<file path="src/verilog/eth_ctrl_consts.svh">
/*
 * Shared sizes, register offsets and ID value for the management controller.
 * Offsets are byte addresses and are decoded exactly, so no aliasing.
 */
`ifndef ETH_CTRL_CONSTS_SVH
`define ETH_CTRL_CONSTS_SVH

// transceiver ports served
`define ETH_NUM_PORTS   4

// bus geometry, shared by AXI4-Lite and Avalon-MM
`define ETH_ADDR_W      16
`define ETH_DATA_W      32
`define ETH_STRB_W      4

// flops per synchronizer chain
`define ETH_SYNC_STAGES 3

// register map
`define ETH_REG_ID      16'h0000
`define ETH_REG_SCRATCH 16'h0004
`define ETH_REG_STATUS  16'h0008
`define ETH_REG_STICKY  16'h000C
`define ETH_ID_VALUE    32'h4554_0104

`endif

</file>
<file path="src/verilog/eth_ctrl_bus_pkg.sv">
/*
 * AXI4-Lite channel structs and the internal Avalon-MM command/response.
 * No waitrequest on the Avalon side, the register file never stalls.
 */
`include "eth_ctrl_consts.svh"

package eth_ctrl_bus_pkg;

    // AXI response codes, EXOKAY and DECERR unused
    typedef enum logic [1:0] {
        RESP_OKAY   = 2'b00,
        RESP_SLVERR = 2'b10
    } axi_resp_e;

    // --------------------------------------------------
    // AXI4-Lite channels
    // --------------------------------------------------
    typedef struct packed {
        logic [`ETH_ADDR_W-1:0] addr;
        logic                   valid;
    } axi_aw_t;

    typedef struct packed {
        logic [`ETH_DATA_W-1:0] data;
        logic [`ETH_STRB_W-1:0] strb;
        logic                   valid;
    } axi_w_t;

    typedef struct packed {
        logic [`ETH_ADDR_W-1:0] addr;
        logic                   valid;
    } axi_ar_t;

    typedef struct packed {
        logic [`ETH_DATA_W-1:0] data;
        axi_resp_e              resp;
        logic                   valid;
    } axi_r_t;

    typedef struct packed {
        axi_resp_e resp;
        logic      valid;
    } axi_b_t;

    // readies back toward the master
    typedef struct packed {
        logic aw;
        logic w;
        logic ar;
    } axi_ready_t;

    // --------------------------------------------------
    // Avalon-MM, bridge to register file
    // --------------------------------------------------
    typedef struct packed {
        logic [`ETH_ADDR_W-1:0] address;
        logic                   read;
        logic                   write;
        logic [`ETH_DATA_W-1:0] writedata;
        logic [`ETH_STRB_W-1:0] byteenable;
    } avmm_cmd_t;

    typedef struct packed {
        logic                   readdatavalid;
        logic                   writeresponsevalid;
        axi_resp_e              response;
        logic [`ETH_DATA_W-1:0] readdata;
    } avmm_rsp_t;

endpackage

</file>
<file path="src/verilog/eth_ctrl_port_pkg.sv">
/*
 * Per-port link status and the all-port summary.
 * Summary field order matches port_status_t so the two cast freely.
 */
`include "eth_ctrl_consts.svh"

package eth_ctrl_port_pkg;

    // msb first, this is also the STATUS nibble order
    typedef struct packed {
        logic rx_pcs_ready;
        logic tx_lanes_stable;
        logic cdr_lock;
        logic tx_pll_locked;
    } port_status_t;

    // port p sits at bits 4p+3..4p
    typedef port_status_t [`ETH_NUM_PORTS-1:0] port_status_vec_t;

    // AND of each field over all ports
    typedef struct packed {
        logic rx_pcs_ready;
        logic tx_lanes_stable;
        logic cdr_lock;
        logic tx_pll_locked;
    } link_summary_t;

endpackage

</file>
<file path="src/verilog/reconfig_reset_seq.sv">
/*
 * Reconfiguration reset sequencer. After i_rst the reset is held until all
 * tx lanes report stable. i_soft_reset may be asynchronous, it is resynced.
 */
`include "eth_ctrl_consts.svh"

module reconfig_reset_seq (
    input  logic i_reconfig_clk,
    input  logic i_rst,
    input  logic i_soft_reset,
    input  logic i_lanes_stable_all,
    output logic o_reconfig_reset
);

    // soft reset resync chain, comes out of reset asserted
    logic [`ETH_SYNC_STAGES-1:0] soft_sync_q;
    // power-up hold until the lanes settle
    logic                        hold_q;

    always_ff @(posedge i_reconfig_clk) begin
        if (i_rst) begin
            soft_sync_q <= '1;
        end else begin
            soft_sync_q <= {soft_sync_q[`ETH_SYNC_STAGES-2:0], i_soft_reset};
        end
    end

    // lanes stable bit is already synchronized upstream
    always_ff @(posedge i_reconfig_clk) begin
        if (i_rst) begin
            hold_q <= 1'b1;
        end else if (i_lanes_stable_all) begin
            hold_q <= 1'b0;
        end
    end

    assign o_reconfig_reset = soft_sync_q[`ETH_SYNC_STAGES-1] | hold_q;

    // bus reset must follow a power-on reset without a gap
    a_reset_follows_rst: assert property (
        @(posedge i_reconfig_clk) i_rst |=> o_reconfig_reset
    ) else $error("reconfig reset low right after i_rst");

endmodule

</file>
<file path="src/verilog/port_status_sync.sv">
/*
 * Brings per-port status into the reconfig clock domain.
 * Each bit is resynced on its own, so a multi-bit change may land over two
 * cycles. Sticky loss-of-lock bits are set on a falling synced cdr_lock.
 */
`include "eth_ctrl_consts.svh"

module port_status_sync
    import eth_ctrl_port_pkg::*;
(
    input  logic                      i_reconfig_clk,
    input  logic                      i_rst,
    input  port_status_vec_t          i_port_status,
    input  logic [`ETH_NUM_PORTS-1:0] i_sticky_clr,
    output port_status_vec_t          o_status,
    output link_summary_t             o_summary,
    output logic                      o_lanes_stable_all,
    output logic [`ETH_NUM_PORTS-1:0] o_sticky_lol
);

    // --------------------------------------------------
    // synchronizer chains
    // --------------------------------------------------
    port_status_vec_t [`ETH_SYNC_STAGES-1:0] sync_q;

    // cleared so nothing looks stable or locked out of reset
    always_ff @(posedge i_reconfig_clk) begin
        if (i_rst) begin
            sync_q <= '0;
        end else begin
            sync_q <= {sync_q[`ETH_SYNC_STAGES-2:0], i_port_status};
        end
    end

    assign o_status = sync_q[`ETH_SYNC_STAGES-1];

    // per field AND over the ports
    always_comb begin
        o_summary = '1;
        for (int p = 0; p < `ETH_NUM_PORTS; p++) begin
            o_summary = o_summary & link_summary_t'(o_status[p]);
        end
    end

    assign o_lanes_stable_all = o_summary.tx_lanes_stable;

    // --------------------------------------------------
    // sticky loss of CDR lock
    // --------------------------------------------------
    logic [`ETH_NUM_PORTS-1:0] cdr_q;
    logic [`ETH_NUM_PORTS-1:0] cdr_now;
    logic [`ETH_NUM_PORTS-1:0] cdr_fell;

    always_comb begin
        for (int p = 0; p < `ETH_NUM_PORTS; p++) begin
            cdr_now[p] = o_status[p].cdr_lock;
        end
    end

    assign cdr_fell = cdr_q & ~cdr_now;

    // a new loss beats a clear in the same cycle
    always_ff @(posedge i_reconfig_clk) begin
        if (i_rst) begin
            cdr_q        <= '0;
            o_sticky_lol <= '0;
        end else begin
            cdr_q        <= cdr_now;
            o_sticky_lol <= (o_sticky_lol & ~i_sticky_clr) | cdr_fell;
        end
    end

    // a flag only drops after a clear pulse from the register file
    a_sticky_needs_clr: assert property (
        @(posedge i_reconfig_clk) disable iff (i_rst)
        !$past(i_rst) |->
            (($past(o_sticky_lol) & ~o_sticky_lol & ~$past(i_sticky_clr)) == '0)
    ) else $error("sticky bit cleared without a clear pulse");

endmodule

</file>
<file path="src/verilog/axi_lite_avmm_bridge.sv">
/*
 * AXI4-Lite slave to Avalon-MM master, one transaction in flight.
 * Reads win over writes when both wait. Readies are registered, so an
 * address is taken one cycle after its valid at the earliest.
 */
`include "eth_ctrl_consts.svh"

module axi_lite_avmm_bridge
    import eth_ctrl_bus_pkg::*;
(
    input  logic       i_reconfig_clk,
    input  logic       i_bus_reset,
    input  axi_aw_t    i_aw,
    input  axi_w_t     i_w,
    input  axi_ar_t    i_ar,
    input  logic       i_rready,
    input  logic       i_bready,
    output axi_ready_t o_ready,
    output axi_r_t     o_r,
    output axi_b_t     o_b,
    output avmm_cmd_t  o_cmd,
    input  avmm_rsp_t  i_rsp
);

    typedef enum logic [1:0] {
        ST_IDLE,
        ST_ISSUE,
        ST_WAIT,
        ST_RESP
    } state_e;

    state_e                 state_q;
    axi_ready_t             ready_q;

    // latched request and captured response
    logic                   is_write_q;
    logic [`ETH_ADDR_W-1:0] addr_q;
    logic [`ETH_DATA_W-1:0] wdata_q;
    logic [`ETH_STRB_W-1:0] strb_q;
    logic [`ETH_DATA_W-1:0] rdata_q;
    axi_resp_e              resp_q;

    logic ar_hs;
    logic aw_hs;
    logic rsp_valid;
    logic resp_done;

    // aw and w readies always rise together
    assign ar_hs     = i_ar.valid & ready_q.ar;
    assign aw_hs     = i_aw.valid & i_w.valid & ready_q.aw & ready_q.w;
    assign rsp_valid = i_rsp.readdatavalid | i_rsp.writeresponsevalid;
    assign resp_done = is_write_q ? i_bready : i_rready;

    // --------------------------------------------------
    // control FSM
    // --------------------------------------------------
    always_ff @(posedge i_reconfig_clk) begin
        if (i_bus_reset) begin
            state_q <= ST_IDLE;
            ready_q <= '0;
        end else begin
            // readies are single cycle pulses
            ready_q <= '0;
            case (state_q)
                ST_IDLE: begin
                    if (ar_hs || aw_hs) begin
                        state_q <= ST_ISSUE;
                    end else if (ready_q == '0) begin
                        if (i_ar.valid) begin
                            ready_q.ar <= 1'b1;
                        end else if (i_aw.valid && i_w.valid) begin
                            ready_q.aw <= 1'b1;
                            ready_q.w  <= 1'b1;
                        end
                    end
                end
                // one Avalon cycle
                ST_ISSUE: state_q <= ST_WAIT;
                ST_WAIT: begin
                    if (rsp_valid) begin
                        state_q <= ST_RESP;
                    end
                end
                // hold r/b valid until the master takes it
                ST_RESP: begin
                    if (resp_done) begin
                        state_q <= ST_IDLE;
                    end
                end
                default: state_q <= ST_IDLE;
            endcase
        end
    end

    // --------------------------------------------------
    // request and response registers
    // --------------------------------------------------
    always_ff @(posedge i_reconfig_clk) begin
        if (ar_hs) begin
            is_write_q <= 1'b0;
            addr_q     <= i_ar.addr;
            strb_q     <= '1;
        end else if (aw_hs) begin
            is_write_q <= 1'b1;
            addr_q     <= i_aw.addr;
            wdata_q    <= i_w.data;
            strb_q     <= i_w.strb;
        end
        if (state_q == ST_WAIT && rsp_valid) begin
            rdata_q <= i_rsp.readdata;
            resp_q  <= i_rsp.response;
        end
    end

    assign o_ready = ready_q;

    always_comb begin
        o_cmd.address    = addr_q;
        o_cmd.read       = (state_q == ST_ISSUE) & ~is_write_q;
        o_cmd.write      = (state_q == ST_ISSUE) & is_write_q;
        o_cmd.writedata  = wdata_q;
        o_cmd.byteenable = strb_q;
    end

    always_comb begin
        o_r.data  = rdata_q;
        o_r.resp  = resp_q;
        o_r.valid = (state_q == ST_RESP) & ~is_write_q;
        o_b.resp  = resp_q;
        o_b.valid = (state_q == ST_RESP) & is_write_q;
    end

    a_cmd_onehot: assert property (
        @(posedge i_reconfig_clk) disable iff (i_bus_reset)
        !(o_cmd.read && o_cmd.write)
    ) else $error("avalon read and write issued together");

    // read data must not move under back-pressure
    a_rvalid_hold: assert property (
        @(posedge i_reconfig_clk) disable iff (i_bus_reset)
        o_r.valid && !i_rready |=> o_r.valid && $stable(o_r.data) && $stable(o_r.resp)
    ) else $error("rvalid or read data changed before rready");

endmodule

</file>
<file path="src/verilog/port_csr.sv">
/*
 * Avalon-MM register file: ID, SCRATCH, STATUS, STICKY.
 * Answers every command in the following cycle. Unmapped offsets give
 * SLVERR with zero data, writes to read-only registers are dropped.
 */
`include "eth_ctrl_consts.svh"

module port_csr
    import eth_ctrl_bus_pkg::*;
    import eth_ctrl_port_pkg::*;
(
    input  logic                      i_reconfig_clk,
    input  logic                      i_bus_reset,
    input  avmm_cmd_t                 i_cmd,
    output avmm_rsp_t                 o_rsp,
    input  port_status_vec_t          i_status,
    input  link_summary_t             i_summary,
    input  logic [`ETH_NUM_PORTS-1:0] i_sticky_lol,
    output logic [`ETH_NUM_PORTS-1:0] o_sticky_clr
);

    logic [`ETH_DATA_W-1:0] scratch_q;
    logic                   rvalid_q;
    logic                   wvalid_q;
    axi_resp_e              resp_q;
    logic [`ETH_DATA_W-1:0] rdata_q;

    logic [`ETH_DATA_W-1:0] rd_data;
    logic                   hit;

    // --------------------------------------------------
    // decode and read mux
    // --------------------------------------------------
    always_comb begin
        rd_data = '0;
        hit     = 1'b1;
        case (i_cmd.address)
            `ETH_REG_ID:      rd_data = `ETH_ID_VALUE;
            `ETH_REG_SCRATCH: rd_data = scratch_q;
            `ETH_REG_STATUS: begin
                // summary low, then one nibble per port from bit 8
                rd_data[3:0] = i_summary;
                for (int p = 0; p < `ETH_NUM_PORTS; p++) begin
                    rd_data[8+4*p +: 4] = i_status[p];
                end
            end
            `ETH_REG_STICKY:  rd_data[`ETH_NUM_PORTS-1:0] = i_sticky_lol;
            default:          hit = 1'b0;
        endcase
    end

    // write one to clear, low byte lane carries the flags
    assign o_sticky_clr = (i_cmd.write && i_cmd.address == `ETH_REG_STICKY
                           && i_cmd.byteenable[0])
                          ? i_cmd.writedata[`ETH_NUM_PORTS-1:0] : '0;

    // --------------------------------------------------
    // scratch and response handshake
    // --------------------------------------------------
    always_ff @(posedge i_reconfig_clk) begin
        if (i_bus_reset) begin
            scratch_q <= '0;
            rvalid_q  <= 1'b0;
            wvalid_q  <= 1'b0;
        end else begin
            rvalid_q <= i_cmd.read;
            wvalid_q <= i_cmd.write;
            if (i_cmd.write && i_cmd.address == `ETH_REG_SCRATCH) begin
                // byte merge under the strobes
                for (int b = 0; b < `ETH_STRB_W; b++) begin
                    if (i_cmd.byteenable[b]) begin
                        scratch_q[8*b +: 8] <= i_cmd.writedata[8*b +: 8];
                    end
                end
            end
        end
    end

    // response payload, only looked at with a valid
    always_ff @(posedge i_reconfig_clk) begin
        resp_q  <= hit ? RESP_OKAY : RESP_SLVERR;
        rdata_q <= rd_data;
    end

    always_comb begin
        o_rsp.readdatavalid      = rvalid_q;
        o_rsp.writeresponsevalid = wvalid_q;
        o_rsp.response           = resp_q;
        o_rsp.readdata           = rdata_q;
    end

endmodule

</file>
<file path="src/verilog/eth_ctrl_top.sv">
/*
 * Management-plane controller top, all logic on i_reconfig_clk.
 * i_soft_reset and i_port_status may be asynchronous to it.
 */
`include "eth_ctrl_consts.svh"

module eth_ctrl_top
    import eth_ctrl_bus_pkg::*;
    import eth_ctrl_port_pkg::*;
(
    input  logic             i_reconfig_clk,
    input  logic             i_rst,
    input  logic             i_soft_reset,
    input  port_status_vec_t i_port_status,
    input  axi_aw_t          i_aw,
    input  axi_w_t           i_w,
    input  axi_ar_t          i_ar,
    input  logic             i_rready,
    input  logic             i_bready,
    output axi_ready_t       o_ready,
    output axi_r_t           o_r,
    output axi_b_t           o_b,
    output logic             o_reconfig_reset
);

    port_status_vec_t          status_sync;
    link_summary_t             summary;
    logic                      lanes_stable_all;
    logic [`ETH_NUM_PORTS-1:0] sticky_lol;
    logic [`ETH_NUM_PORTS-1:0] sticky_clr;
    avmm_cmd_t                 avmm_cmd;
    avmm_rsp_t                 avmm_rsp;

    // --------------------------------------------------
    // reset and status fan-in
    // --------------------------------------------------
    reconfig_reset_seq u_reconfig_reset_seq (
        .i_reconfig_clk     (i_reconfig_clk),
        .i_rst              (i_rst),
        .i_soft_reset       (i_soft_reset),
        .i_lanes_stable_all (lanes_stable_all),
        .o_reconfig_reset   (o_reconfig_reset)
    );

    port_status_sync u_port_status_sync (
        .i_reconfig_clk     (i_reconfig_clk),
        .i_rst              (i_rst),
        .i_port_status      (i_port_status),
        .i_sticky_clr       (sticky_clr),
        .o_status           (status_sync),
        .o_summary          (summary),
        .o_lanes_stable_all (lanes_stable_all),
        .o_sticky_lol       (sticky_lol)
    );

    // --------------------------------------------------
    // bus path, held in reset by the sequencer
    // --------------------------------------------------
    axi_lite_avmm_bridge u_axi_lite_avmm_bridge (
        .i_reconfig_clk (i_reconfig_clk),
        .i_bus_reset    (o_reconfig_reset),
        .i_aw           (i_aw),
        .i_w            (i_w),
        .i_ar           (i_ar),
        .i_rready       (i_rready),
        .i_bready       (i_bready),
        .o_ready        (o_ready),
        .o_r            (o_r),
        .o_b            (o_b),
        .o_cmd          (avmm_cmd),
        .i_rsp          (avmm_rsp)
    );

    port_csr u_port_csr (
        .i_reconfig_clk (i_reconfig_clk),
        .i_bus_reset    (o_reconfig_reset),
        .i_cmd          (avmm_cmd),
        .o_rsp          (avmm_rsp),
        .i_status       (status_sync),
        .i_summary      (summary),
        .i_sticky_lol   (sticky_lol),
        .o_sticky_clr   (sticky_clr)
    );

endmodule

</file>
<file path="config.mk">
export PLATFORM = sky130hd
export DESIGN_NAME = eth_ctrl_top
export DESIGN_NICKNAME = d
export VERILOG_FILES = /design/src/verilog/eth_ctrl_bus_pkg.sv /design/src/verilog/eth_ctrl_port_pkg.sv /design/src/verilog/reconfig_reset_seq.sv /design/src/verilog/port_status_sync.sv /design/src/verilog/axi_lite_avmm_bridge.sv /design/src/verilog/port_csr.sv /design/src/verilog/eth_ctrl_top.sv
export VERILOG_INCLUDE_DIRS = /design/src /design/src/verilog
export SDC_FILE = /design/constraint.sdc
export NUM_CORES = 1
export LEC_CHECK = 0
export BUFFER_PORTS_ARGS = -buffer_cell sky130_fd_sc_hd__buf_2
export CAP_MARGIN = 20
export CORE_ASPECT_RATIO = 0.75
export CORE_MARGIN = 4
export CORE_UTILIZATION = 50
export CTS_CLUSTER_DIAMETER = 50
export CTS_CLUSTER_SIZE = 20
export DETAILED_ROUTE_END_ITERATION = 12
export GPL_ROUTABILITY_DRIVEN = 1
export PLACE_DENSITY_LB_ADDON = 0.08
export SETUP_SLACK_MARGIN = 0.2
export SYNTH_ARGS = -nofsm -noshare
export SYNTH_HDL_FRONTEND = slang
export SYNTH_SLANG_ARGS = --single-unit
export TNS_END_PERCENT = 1
</file>
<file path="constraint.sdc">
create_clock -name i_reconfig_clk -period 6.8 [get_ports i_reconfig_clk]
set_input_delay 0.34 -clock i_reconfig_clk [delete_from_list [all_inputs] [get_ports i_reconfig_clk]]
set_output_delay 0.34 -clock i_reconfig_clk [all_outputs]
set_load 0.05 [all_outputs]
</file>
=== Yosys cells after proc, flatten, opt, wreduce, memory -nomap -nowiden ===
Cells that the tools add are included.

* Add/subtract/negate cells: 0
* Multipliers: 0
* Div/mod/pow operators: 0
* $lt $le $gt $ge: 0
* Eq/ne operators: 9
* Shift-type cells: 0
* Multiplexer cells: 15
* Bitwise logic cells: 22
* Reduce and logical (&&, ||, !) cells: 19

{| class="wikitable"
|+ Operators by type and width
! kind !! number
|-
| one-hot mux 16 bit (3 select lines) || 1
|-
| equality test 16 x 4 -> 1 bit, second input constant || 2
|-
| two-way mux 16 bit || 2
|-
| bitwise AND 4 bit || 5
|-
| equality test 16 x 3 -> 1 bit, second input constant || 1
|-
| zero test 16 bit || 1
|-
| one-hot mux 4 bit (4 select lines) || 1
|-
| one-hot mux 8 bit (2 select lines) || 1
|-
| two-way mux 2 bit || 5
|-
| AND reduction 2 bit || 5
|-
| bitwise AND 1 bit || 8
|-
| inverter 4 bit || 2
|-
| one-hot mux 2 bit (4 select lines) || 1
|-
| OR reduction 4 bit || 2
|-
| inequality test 2 x 1 -> 1 bit, second input constant || 3
|-
| logical AND 1 bit || 5
|-
| OR reduction 5 bit || 1
|-
| equality test 2 bit, second input constant || 2
|-
| two-way mux 4 bit || 1
|-
| inverter 1 bit || 4
|-
| OR 4 bit || 1
|-
| zero test 3 bit || 1
|-
| two-way mux 1 bit || 3
|-
| AND reduction 3 bit || 1
|-
| other kinds (5) || 6
|}

* Flip-flop bits (word level): 220
* Bits in latches: 0
* Memory bits (writable): 0
* Memory bits (read-only): 0
* Bits of input ports: 92
* Output and inout bits: 42
* Word-level logic and storage cells: 136
* Memories kept: 0

=== Depth between registers and ports, before layout ===
Gate-level depths: netlist of run 1.

* Depth after elaboration: 8
* Gate-level depth with buffers: 8
* Gate-level depth less buffers: 6

=== Hierarchy ===
Synthesis of run 1 repeated with hierarchy kept, for this count alone.

* Cells, all modules: 600
* Area total of the unflattened synthesis: 7623.6 µm²

{| class="wikitable"
|+ By module, submodules not included
! module !! times used !! cells an instance !! area each (µm²) !! seq. area each (µm²)
|-
| axi_lite_avmm_bridge || 1 || 158 || 3180.6 || 2642.5
|-
| port_csr || 1 || 285 || 2588.7 || 1341.3
|-
| port_status_sync || 1 || 147 || 1736.7 || 1121.1
|-
| reconfig_reset_seq || 1 || 10 || 117.6 || 80.1
|}

=== Worst setup path before layout of run 1 ===
No wires, ideal clock.

* Path type: register -> register
* Start: reg u_axi_lite_avmm_bridge.state_q[0]
* End: reg u_axi_lite_avmm_bridge.rdata_q[0], enable pin
* Setup time: 0.427 ns
* Arrival time: 2.105 ns
* Required time: 6.373 ns
* Slack: 4.268 ns
* Cell stages (with the launch flop): 4
* Buffers on the path: 0
* Clock period less this slack: 2.532 ns
* Cells stage by stage: dfxtp_1 -> inv_1 -> ha_1 -> nor2b_1

* Longest elaborated chain between the ends: 2

{| class="wikitable"
|+ Ends and longest elaborated chain
! what !! RTL line !! text
|-
| start: declaration || axi_lite_avmm_bridge.sv:32 || <nowiki>state_e state_q;</nowiki>
|-
| start signal: assignment || axi_lite_avmm_bridge.sv:59 || <nowiki>state_q <= ST_IDLE;</nowiki>
|-
| start signal: assignment || axi_lite_avmm_bridge.sv:67 || <nowiki>state_q <= ST_ISSUE;</nowiki>
|-
| start signal: assignment || axi_lite_avmm_bridge.sv:78 || <nowiki>ST_ISSUE: state_q <= ST_WAIT;</nowiki>
|-
| equality test 2 bit || axi_lite_avmm_bridge.sv:109 || <nowiki>if (state_q == ST_WAIT && rsp_valid) begin</nowiki>
|-
| logical AND 1 bit || axi_lite_avmm_bridge.sv:109 ||
|-
| end signal: assignment || axi_lite_avmm_bridge.sv:110 || <nowiki>rdata_q <= i_rsp.readdata;</nowiki>
|-
| end: declaration || axi_lite_avmm_bridge.sv:40 || <nowiki>logic [`ETH_DATA_W-1:0] rdata_q;</nowiki>
|}

No other way between the ends.
A chain may end at the register's enable or synchronous reset.

=== Worst setup path after layout of run 1 ===
* Start: reg u_axi_lite_avmm_bridge.addr_q[9]
* End: reg u_port_csr.rdata_q[3]

* Longest elaborated chain between the ends: 2
* Elaborated cells on any way between the ends: 5
* Those cells by class: 3 x eq/ne; 1 x mux; 1 x reduce/logical

{| class="wikitable"
|+ Ends and longest elaborated chain
! what !! RTL line !! text
|-
| start: declaration || axi_lite_avmm_bridge.sv:37 || <nowiki>logic [`ETH_ADDR_W-1:0] addr_q;</nowiki>
|-
| start signal: assignment || axi_lite_avmm_bridge.sv:101 || <nowiki>addr_q <= i_ar.addr;</nowiki>
|-
| start signal: assignment || axi_lite_avmm_bridge.sv:105 || <nowiki>addr_q <= i_aw.addr;</nowiki>
|-
| equality test 16 x 4 -> 1 bit, or another cell as far along || port_csr.sv:37 || <nowiki>case (i_cmd.address)</nowiki>
|-
| one-hot mux 4 bit (4 select lines) (*) || port_csr.sv:37 ||
|-
| named net u_port_csr.rd_data[3] || port_csr.sv:28 || <nowiki>logic [`ETH_DATA_W-1:0] rd_data;</nowiki>
|-
| end signal: assignment || port_csr.sv:82 || <nowiki>rdata_q <= rd_data;</nowiki>
|-
| end: declaration || port_csr.sv:26 || <nowiki>logic [`ETH_DATA_W-1:0] rdata_q;</nowiki>
|}

Mark *: on every way through the listed nets, which the timed path passes. The rest lies on a longest branch.

==> results by group, run 1 <==
Synthesis
  • Async S/R FF share, synth: 0%
  • Post-Syn Instances: 571
  • Area leader, netlist: dfxtp_1
  • Post-synthesis sequential area ratio: 70.1%
  • Synth Cell Area: 0.00735 mm2
  • Synth Area per Inst: 12.9 um2
  • Synthesis-stage register bit count: 217
  • Post-synthesis cell type count: 42
  • Post-synth top area share: 37.0%
  • EDFF count, synth: 81
  • Ranking of synthesized cells by area: dfxtp_1, edfxtp_1, nor2b_1
  • Predominant post-synthesis flop cell: dfxtp_1
  • Yosys warns: 0

Cells and area
  • Layout Nets: 784
  • Final core utilization: 59.7%
  • Most frequent cells in the layout: dfxtp_1, buf_2, edfxtp_1
  • Antenna cell count: 0
  • Multi-input logic area: 0.00194 mm2
  • Number of fill cells in the layout: 1219
  • Layout area overhead: 17.3%
  • Most common cell after layout, fill and taps aside: dfxtp_1
  • Register area: 0.00515 mm2
  • Layout cells sized above 1: 27.3%

Setup path
  • CP arrival: 2760 ps
  • CP Class: flip-flop to flip-flop
  • CP Capture Type: flip-flop
  • RR Startpoint: u_axi_lite_avmm_bridge.addr_q[9]
  • Critical path fanouts, max: 37
  • Startpoint Class: flip-flop
  • Crit path launch: u_axi_lite_avmm_bridge.addr_q[9]
  • WP data required: 7150 ps
  • FF-to-FF path depth: 5

GRT
  • Vias in the first global route: 4539
  • First-pass GRT wire length: 23300 um
  • GRT met2 Usage: 27.3%
  • Largest net degree at the start of global routing: 61
  • Met1 usage: 25.0%
  • GRT Total Usage: 17.4%
  • M3 GR Usage: 3.64%
  • Layer with the highest usage: met2
  • Initial antenna violation count: 0
  • Grt ovf: 0

Timing
  • Period minus WS final: 2410 ps
  • Post-route setup TNS: 0 ps
  • Max_slew headroom: 34.0%
  • Maximum clock rate: 0.415 GHz
  • Pins over their slew limit: 0
  • Worst-Margin Slew: 990 ps
  • Final worst path period share: 35.5%
  • RSZ-0062 raised after global routing: false
  • Final setup violation count: 0
  • Final Hold Viols: 0
  • Skew final: 15.5 ps

Place
  • Gpl congestion: 0.795
  • Port-buffer cells: 131
  • HPWL after DPL: 10400 um

Detailed routing
  • Vias/cell: 5.21
  • Routed WL: 14700 um
  • Starting DRT DRC Count: 257
  • Avg WL per Cell: 16.4 um
  • Drt pass-1 iters: 4
  • DRT antenna net count: 0
  • Via count: 4665
  • DRC viols: 0

Die
  • Width of the die: 148 um
  • Die area: 0.0167 mm2
  • Die height: 113 um
  • Row cnt: 38
  • Core area: 0.0145 mm2
  • Count of boundary I/O pins: 134
  • Initial core utilization: 50.9%

Clock network
  • CTS tree: done
  • Max H-tree Level: 1
  • Setup bufs post-CTS: 0
  • CTS Buf Count: 15
  • Clock transition at path regs: 80 ps
  • Clk sinks: 217
  • Max Root-Sink Buffers: 3
  • CTS resizes: 0
  • Worst-Skew Late Latency: 470 ps
  • Hold-fix buffer count after cts: 0
  • Root Driver: clkbuf_16

Job
  • MaxCap Viol Count: 0

Outcome
  • Status: finished clean

Pwr
  • Leakage: 3.06 nW
  • Power Total: 0.00230 W
  • VDD IR max: 0.226 mV
  • Total power per unit cell area: 267 mW/mm2

Hold path
  • Hold depth: 1
  • HP Start: i_w[21]
  • Hold Crit Class: input port to flip-flop
## metal layers
layer	share of wire, %	vias up
met3	7.4	20
li1	-	2270
met1	46	2220
met4	1.5	0
met2	45	155
met5	0	-
## stage by stage
| stage | setup WS, ps | hold WS, ps | std cells | area [um2] |
|---|---|---|---|---|
| 4_1_cts | 4180 | 25.4 | 893 | 8570 |
| 5_1_grt | 4180 | 25.8 | 895 | 8620 |
| 6_report | 4390 | 38.9 | 895 | 8620 |
| 3_3_place_gp | 4260 | 386 | 867 | 8070 |
| 2_1_floorplan | 4270 | 386 | 572 | 7360 |
| 3_5_place_dp | 4250 | 389 | 868 | 8100 |
## logic make-up (layout without fill, tap and decap cells)
| kind of cell | Yosys count | count (layout) | synth area share, % |
|---|---|---|---|
| AND/OR/NAND/NOR | 167 | 167 | 13.7 |
| multiplexers | 21 | 21 | 3.13 |
| flip-flops | 217 | 217 | 70.1 |
| buffers and inverters | 52 | 175 | 3.61 |
| AO/OA/AOI/OAI | 108 | 108 | 8.54 |
| adder cells (fa/ha/maj) | 5 | 5 | 0.851 |
| other | 1 | 2 | 0.0510 |
## registers in the layout, indices dropped and copies added, names as in the netlist, 16 cells and up
register                        cells
u_port_csr.scratch_q               32
u_axi_lite_avmm_bridge.wdata_q     32
u_port_csr.rdata_q                 32
u_axi_lite_avmm_bridge.rdata_q     32
u_axi_lite_avmm_bridge.addr_q      16
u_port_status_sync.sync_q          32
u_port_status_sync.o_status        16
## synth_stat cells, drive strengths merged, types with 5 or more instances
cell type / n
a211oi: 5
a21oi: 45
a22oi: 12
and3: 14
buf: 20
clkbuf: 18
dfxtp: 136
edfxtp: 81
ha: 5
inv: 14
mux2: 16
mux2i: 5
nand2: 7
nand2b: 5
nand3: 6
nand4: 33
nor2: 28
nor2b: 55
nor3: 6
o21ai: 32
## area by class of cell
class	instances	share of cell area (%)
timing repair buffer	136	8.71
clock buffer	20	4.80
sequential	217	59.8
multi-input combinational	303	22.5
clock inverter	5	0.682
tap	200	2.90
inverter	14	0.639
## worst max-delay path, cell delays in order, from the launching register on
cell      delay, ps
edfxtp_1        380
nor4_2          360
nand3_2         650
nor2_8          390
inv_4           160
a211oi_1        320
## final timing paths
path | slack, ps | end
max | 4390 | u_port_csr.rdata_q[3]
min | 40 | u_axi_lite_avmm_bridge.wdata_q[16]
max reg2reg | 4390 | u_port_csr.rdata_q[3]
min reg2reg | 410 | u_axi_lite_avmm_bridge.rdata_q[28]
## where the power goes
| part | switching [W] | internal [W] |
|---|---|---|
| sequential | 0.00000642 | 0.00135 |
| clock | 0.000414 | 0.000473 |
| combinational | 0.0000211 | 0.0000303 |
| total | 0.000442 | 0.00186 |
Power figures use the tool's default switching activity.
==> run 2: changes to the inputs <==
Clock period 6.8 ns to 2.3 ns, I/O delays scaled along.
==> run 2 against run 1 <==
  * Critical path type unchanged
  * Clock skew fell by 1.1 ps
  * Final cell count rose by 11%
  * Sequential share of layout area fell by 5.4 points
  * Clock-buffer cell count fell by 2
  * Sequential power rose to 3.0 times the previous value
  * Critical endpoint is now u_axi_lite_avmm_bridge.o_ready[1]
  * Non-clock buffer count rose by 97
  * Die area did not move
  * Global-route usage rose by 0.99 points
  * Largest cell class unchanged
  * Worst hold slack improved by 200 ps
  * Power rose to 2.9 times the previous value
==> results by group, run 2 (synthesis results as in run 1) <==
Cells and area
  • Antenna cell count: 0 (unchanged)
  • Number of fill cells in the layout: 1116 (was 1219)
  • Most common cell after layout, fill and taps aside: dfxtp_1 (unchanged)
  • Register area: 0.00515 mm2 (unchanged)
  • Layout area overhead: 28.9% (was 17.3%)
  • Multi-input logic area: 0.00194 mm2 (unchanged)
  • Final core utilization: 65.6% (was 59.7%)
  • Layout cells sized above 1: 25.2% (was 27.3%)
  • Most frequent cells in the layout: dfxtp_1, buf_2, dlygate4sd3_1 (was dfxtp_1, buf_2, edfxtp_1)
  • Layout Nets: 881 (was 784)

Clock network
  • Max Root-Sink Buffers: 3 (unchanged)
  • Clock transition at path regs: 80 ps (about the same)
  • CTS resizes: 0 (unchanged)
  • CTS Buf Count: 15 (unchanged)
  • Clk sinks: 217 (unchanged)
  • Worst-Skew Late Latency: 460 ps (was 470 ps)
  • Max H-tree Level: 1 (unchanged)
  • CTS tree: done (unchanged)
  • Root Driver: clkbuf_16 (unchanged)

Timing
  • Final WS setup: 285 ps (was 4390 ps)
  • Max_slew headroom: 48.9% (was 34.0%)
  • Worst-Margin Slew: 767 ps (was 990 ps)
  • RSZ-0062 raised after global routing: false (unchanged)
  • Final setup violation count: 0 (unchanged)
  • Final worst path period share: 87.6% (was 35.5%)
  • Final Hold Viols: 0 (unchanged)
  • Maximum clock rate: 0.496 GHz (was 0.415 GHz)
  • Period minus WS final: 2020 ps (was 2410 ps)
  • Pins over their slew limit: 0 (unchanged)
  • Skew final: 14.5 ps (was 15.5 ps)
  • Post-route setup TNS: 0 ps (unchanged)

Pwr
  • VDD IR max: 0.590 mV (was 0.226 mV)
  • Leakage: 3.44 nW (was 3.06 nW)
  • Total power per unit cell area: 711 mW/mm2 (was 267 mW/mm2)
  • Power Total: 0.00674 W (was 0.00230 W)

Setup path
  • CP Capture Type: flip-flop (unchanged)
  • Critical path fanouts, max: 38 (was 37)
  • R2r setup slk: 280 ps (was 4390 ps)
  • CP arrival: 2430 ps (was 2760 ps)
  • Cell mode on critical path: nor3_1
  • Crit-path cells: or2_2, nor3_1, nand2_1, nor3_1, dlygate4sd3_1 (was nor4_2, nand3_2, nor2_8, inv_4, a211oi_1)
  • Top delay family on crit path: simple AND/OR/NAND/NOR gates (unchanged)
  • Crit-path slowest cell: or2_2 (was nand3_2)
  • RR Startpoint: u_reconfig_reset_seq.hold_q (was u_axi_lite_avmm_bridge.addr_q[9])
  • Startpoint Class: flip-flop (unchanged)
  • CP Class: flip-flop to flip-flop (unchanged)
  • Buf/Inv on CP: 1 (unchanged)
  • FF-to-FF path depth: 5 (unchanged)
  • WP data required: 2710 ps (was 7150 ps)
  • Crit path largest cell delay: 580 ps (was 650 ps)
  • FF-to-FF End: u_axi_lite_avmm_bridge.o_ready[1] (was u_port_csr.rdata_q[3])

Detailed routing
  • Vias/cell: 5.05 (was 5.21)
  • Avg WL per Cell: 15.6 um (was 16.4 um)
  • Via count: 5001 (was 4665)
  • Starting DRT DRC Count: 389 (was 257)
  • Drt pass-1 iters: 5 (was 4)
  • DRT antenna net count: 0 (unchanged)
  • DRC viols: 0 (unchanged)
  • Routed WL: 15500 um (was 14700 um)

GRT
  • Initial antenna violation count: 0 (unchanged)
  • Grt ovf: 0 (unchanged)
  • Vias in the first global route: 4966 (was 4539)
  • Largest net degree at the start of global routing: 61 (unchanged)
  • First-pass GRT wire length: 24700 um (was 23300 um)
  • GRT Total Usage: 18.3% (was 17.4%)

Die
  • Die area: 0.0167 mm2 (unchanged)
  • Count of boundary I/O pins: 134 (unchanged)
  • Die height: 113 um (unchanged)
  • Width of the die: 148 um (unchanged)
  • Core area: 0.0145 mm2 (unchanged)
  • Initial core utilization: 50.9% (unchanged)
  • Row cnt: 38 (unchanged)

Job
  • MaxCap Viol Count: 0 (unchanged)

Place
  • DP Worst Slack: 445 ps (was 4250 ps)
  • Gpl congestion: 0.830 (was 0.795)
  • HPWL after DPL: 10200 um (was 10400 um)
  • Port-buffer cells: 131 (unchanged)

Hold path
  • Hold depth: 3 (was 1)
  • Hold Crit Class: input port to flip-flop (unchanged)
  • HP Start: i_rst (was i_w[21])
  • Hold Path End: u_port_status_sync.sync_q[9] (was u_axi_lite_avmm_bridge.wdata_q[16])

Outcome
  • Status: finished clean (unchanged)
run 2: cell count changes in the layout (fill, tap and decap cells not counted), sizes merged:
cell	delta
dlygate4sd3	+87
buf	+11
inv	-2
clkinv	+4
clkbuf	-3
bufinv	-1
run 2: worst max path at each step:
stage	start	end	slack [ps]	cells after the start
final	u_reconfig_reset_seq.hold_q	u_axi_lite_avmm_bridge.o_ready[1]	280	5
after global routing	u_reconfig_reset_seq.hold_q	u_axi_lite_avmm_bridge.o_ready[1]	210	5
after CTS	u_reconfig_reset_seq.hold_q	u_axi_lite_avmm_bridge.o_ready[1]	310	5
after detailed placement	u_axi_lite_avmm_bridge.addr_q[9]	u_port_csr.scratch_q[25]	450	5
after global placement	u_axi_lite_avmm_bridge.addr_q[12]	u_port_csr.scratch_q[11]	540	5
after floorplan	u_axi_lite_avmm_bridge.o_ready[1]	u_axi_lite_avmm_bridge.wdata_q[0]	240	3
run 2: area by class of cell:
type / instances / area share (%)
Sequential cell: 217 / 54.4
Multi-Input combinational cell: 303 / 20.4
Timing Repair Buffer: 233 / 17.4
Clock buffer: 18 / 4.18
Tap cell: 200 / 2.64
Inverter: 14 / 0.581
Clock inverter: 6 / 0.343
run 2: report_power, final:
part | leakage [nW] | internal, W | switching (W)
logic | 1.46 | 0.000186 | 0.0000813
clock network | 0.216 | 0.00124 | 0.00121
registers | 1.76 | 0.00400 | 0.0000178
run 2: what timing repair did:
action,4_1_cts,5_1_grt
hold buffers,87,0
setup buffers,0,0
hold endpoints to repair,71,0
run 2: per-layer routing:
metal / wire [um] / track usage [%]
met1: 7030 / 25.6
met2: 7240 / 30.0
met3: 959 / 3.40
met4: 242 / 4.80
met5: 0 / 0
run 2: through the flow:
stage | instance area, um2 | hold WS (ps) | std cells
6_report | 9480 | 235 | 991
5_1_grt | 9480 | 276 | 991
4_1_cts | 9480 | 229 | 991
3_5_place_dp | 8180 | 293 | 880
3_3_place_gp | 8180 | 293 | 880
2_1_floorplan | 7360 | 192 | 572
run 2: worst min-delay path, delay by kind of cell:
kind	cells	cell delay, ps
buffers and inverters	2	390
and+or+nand+nor	1	150
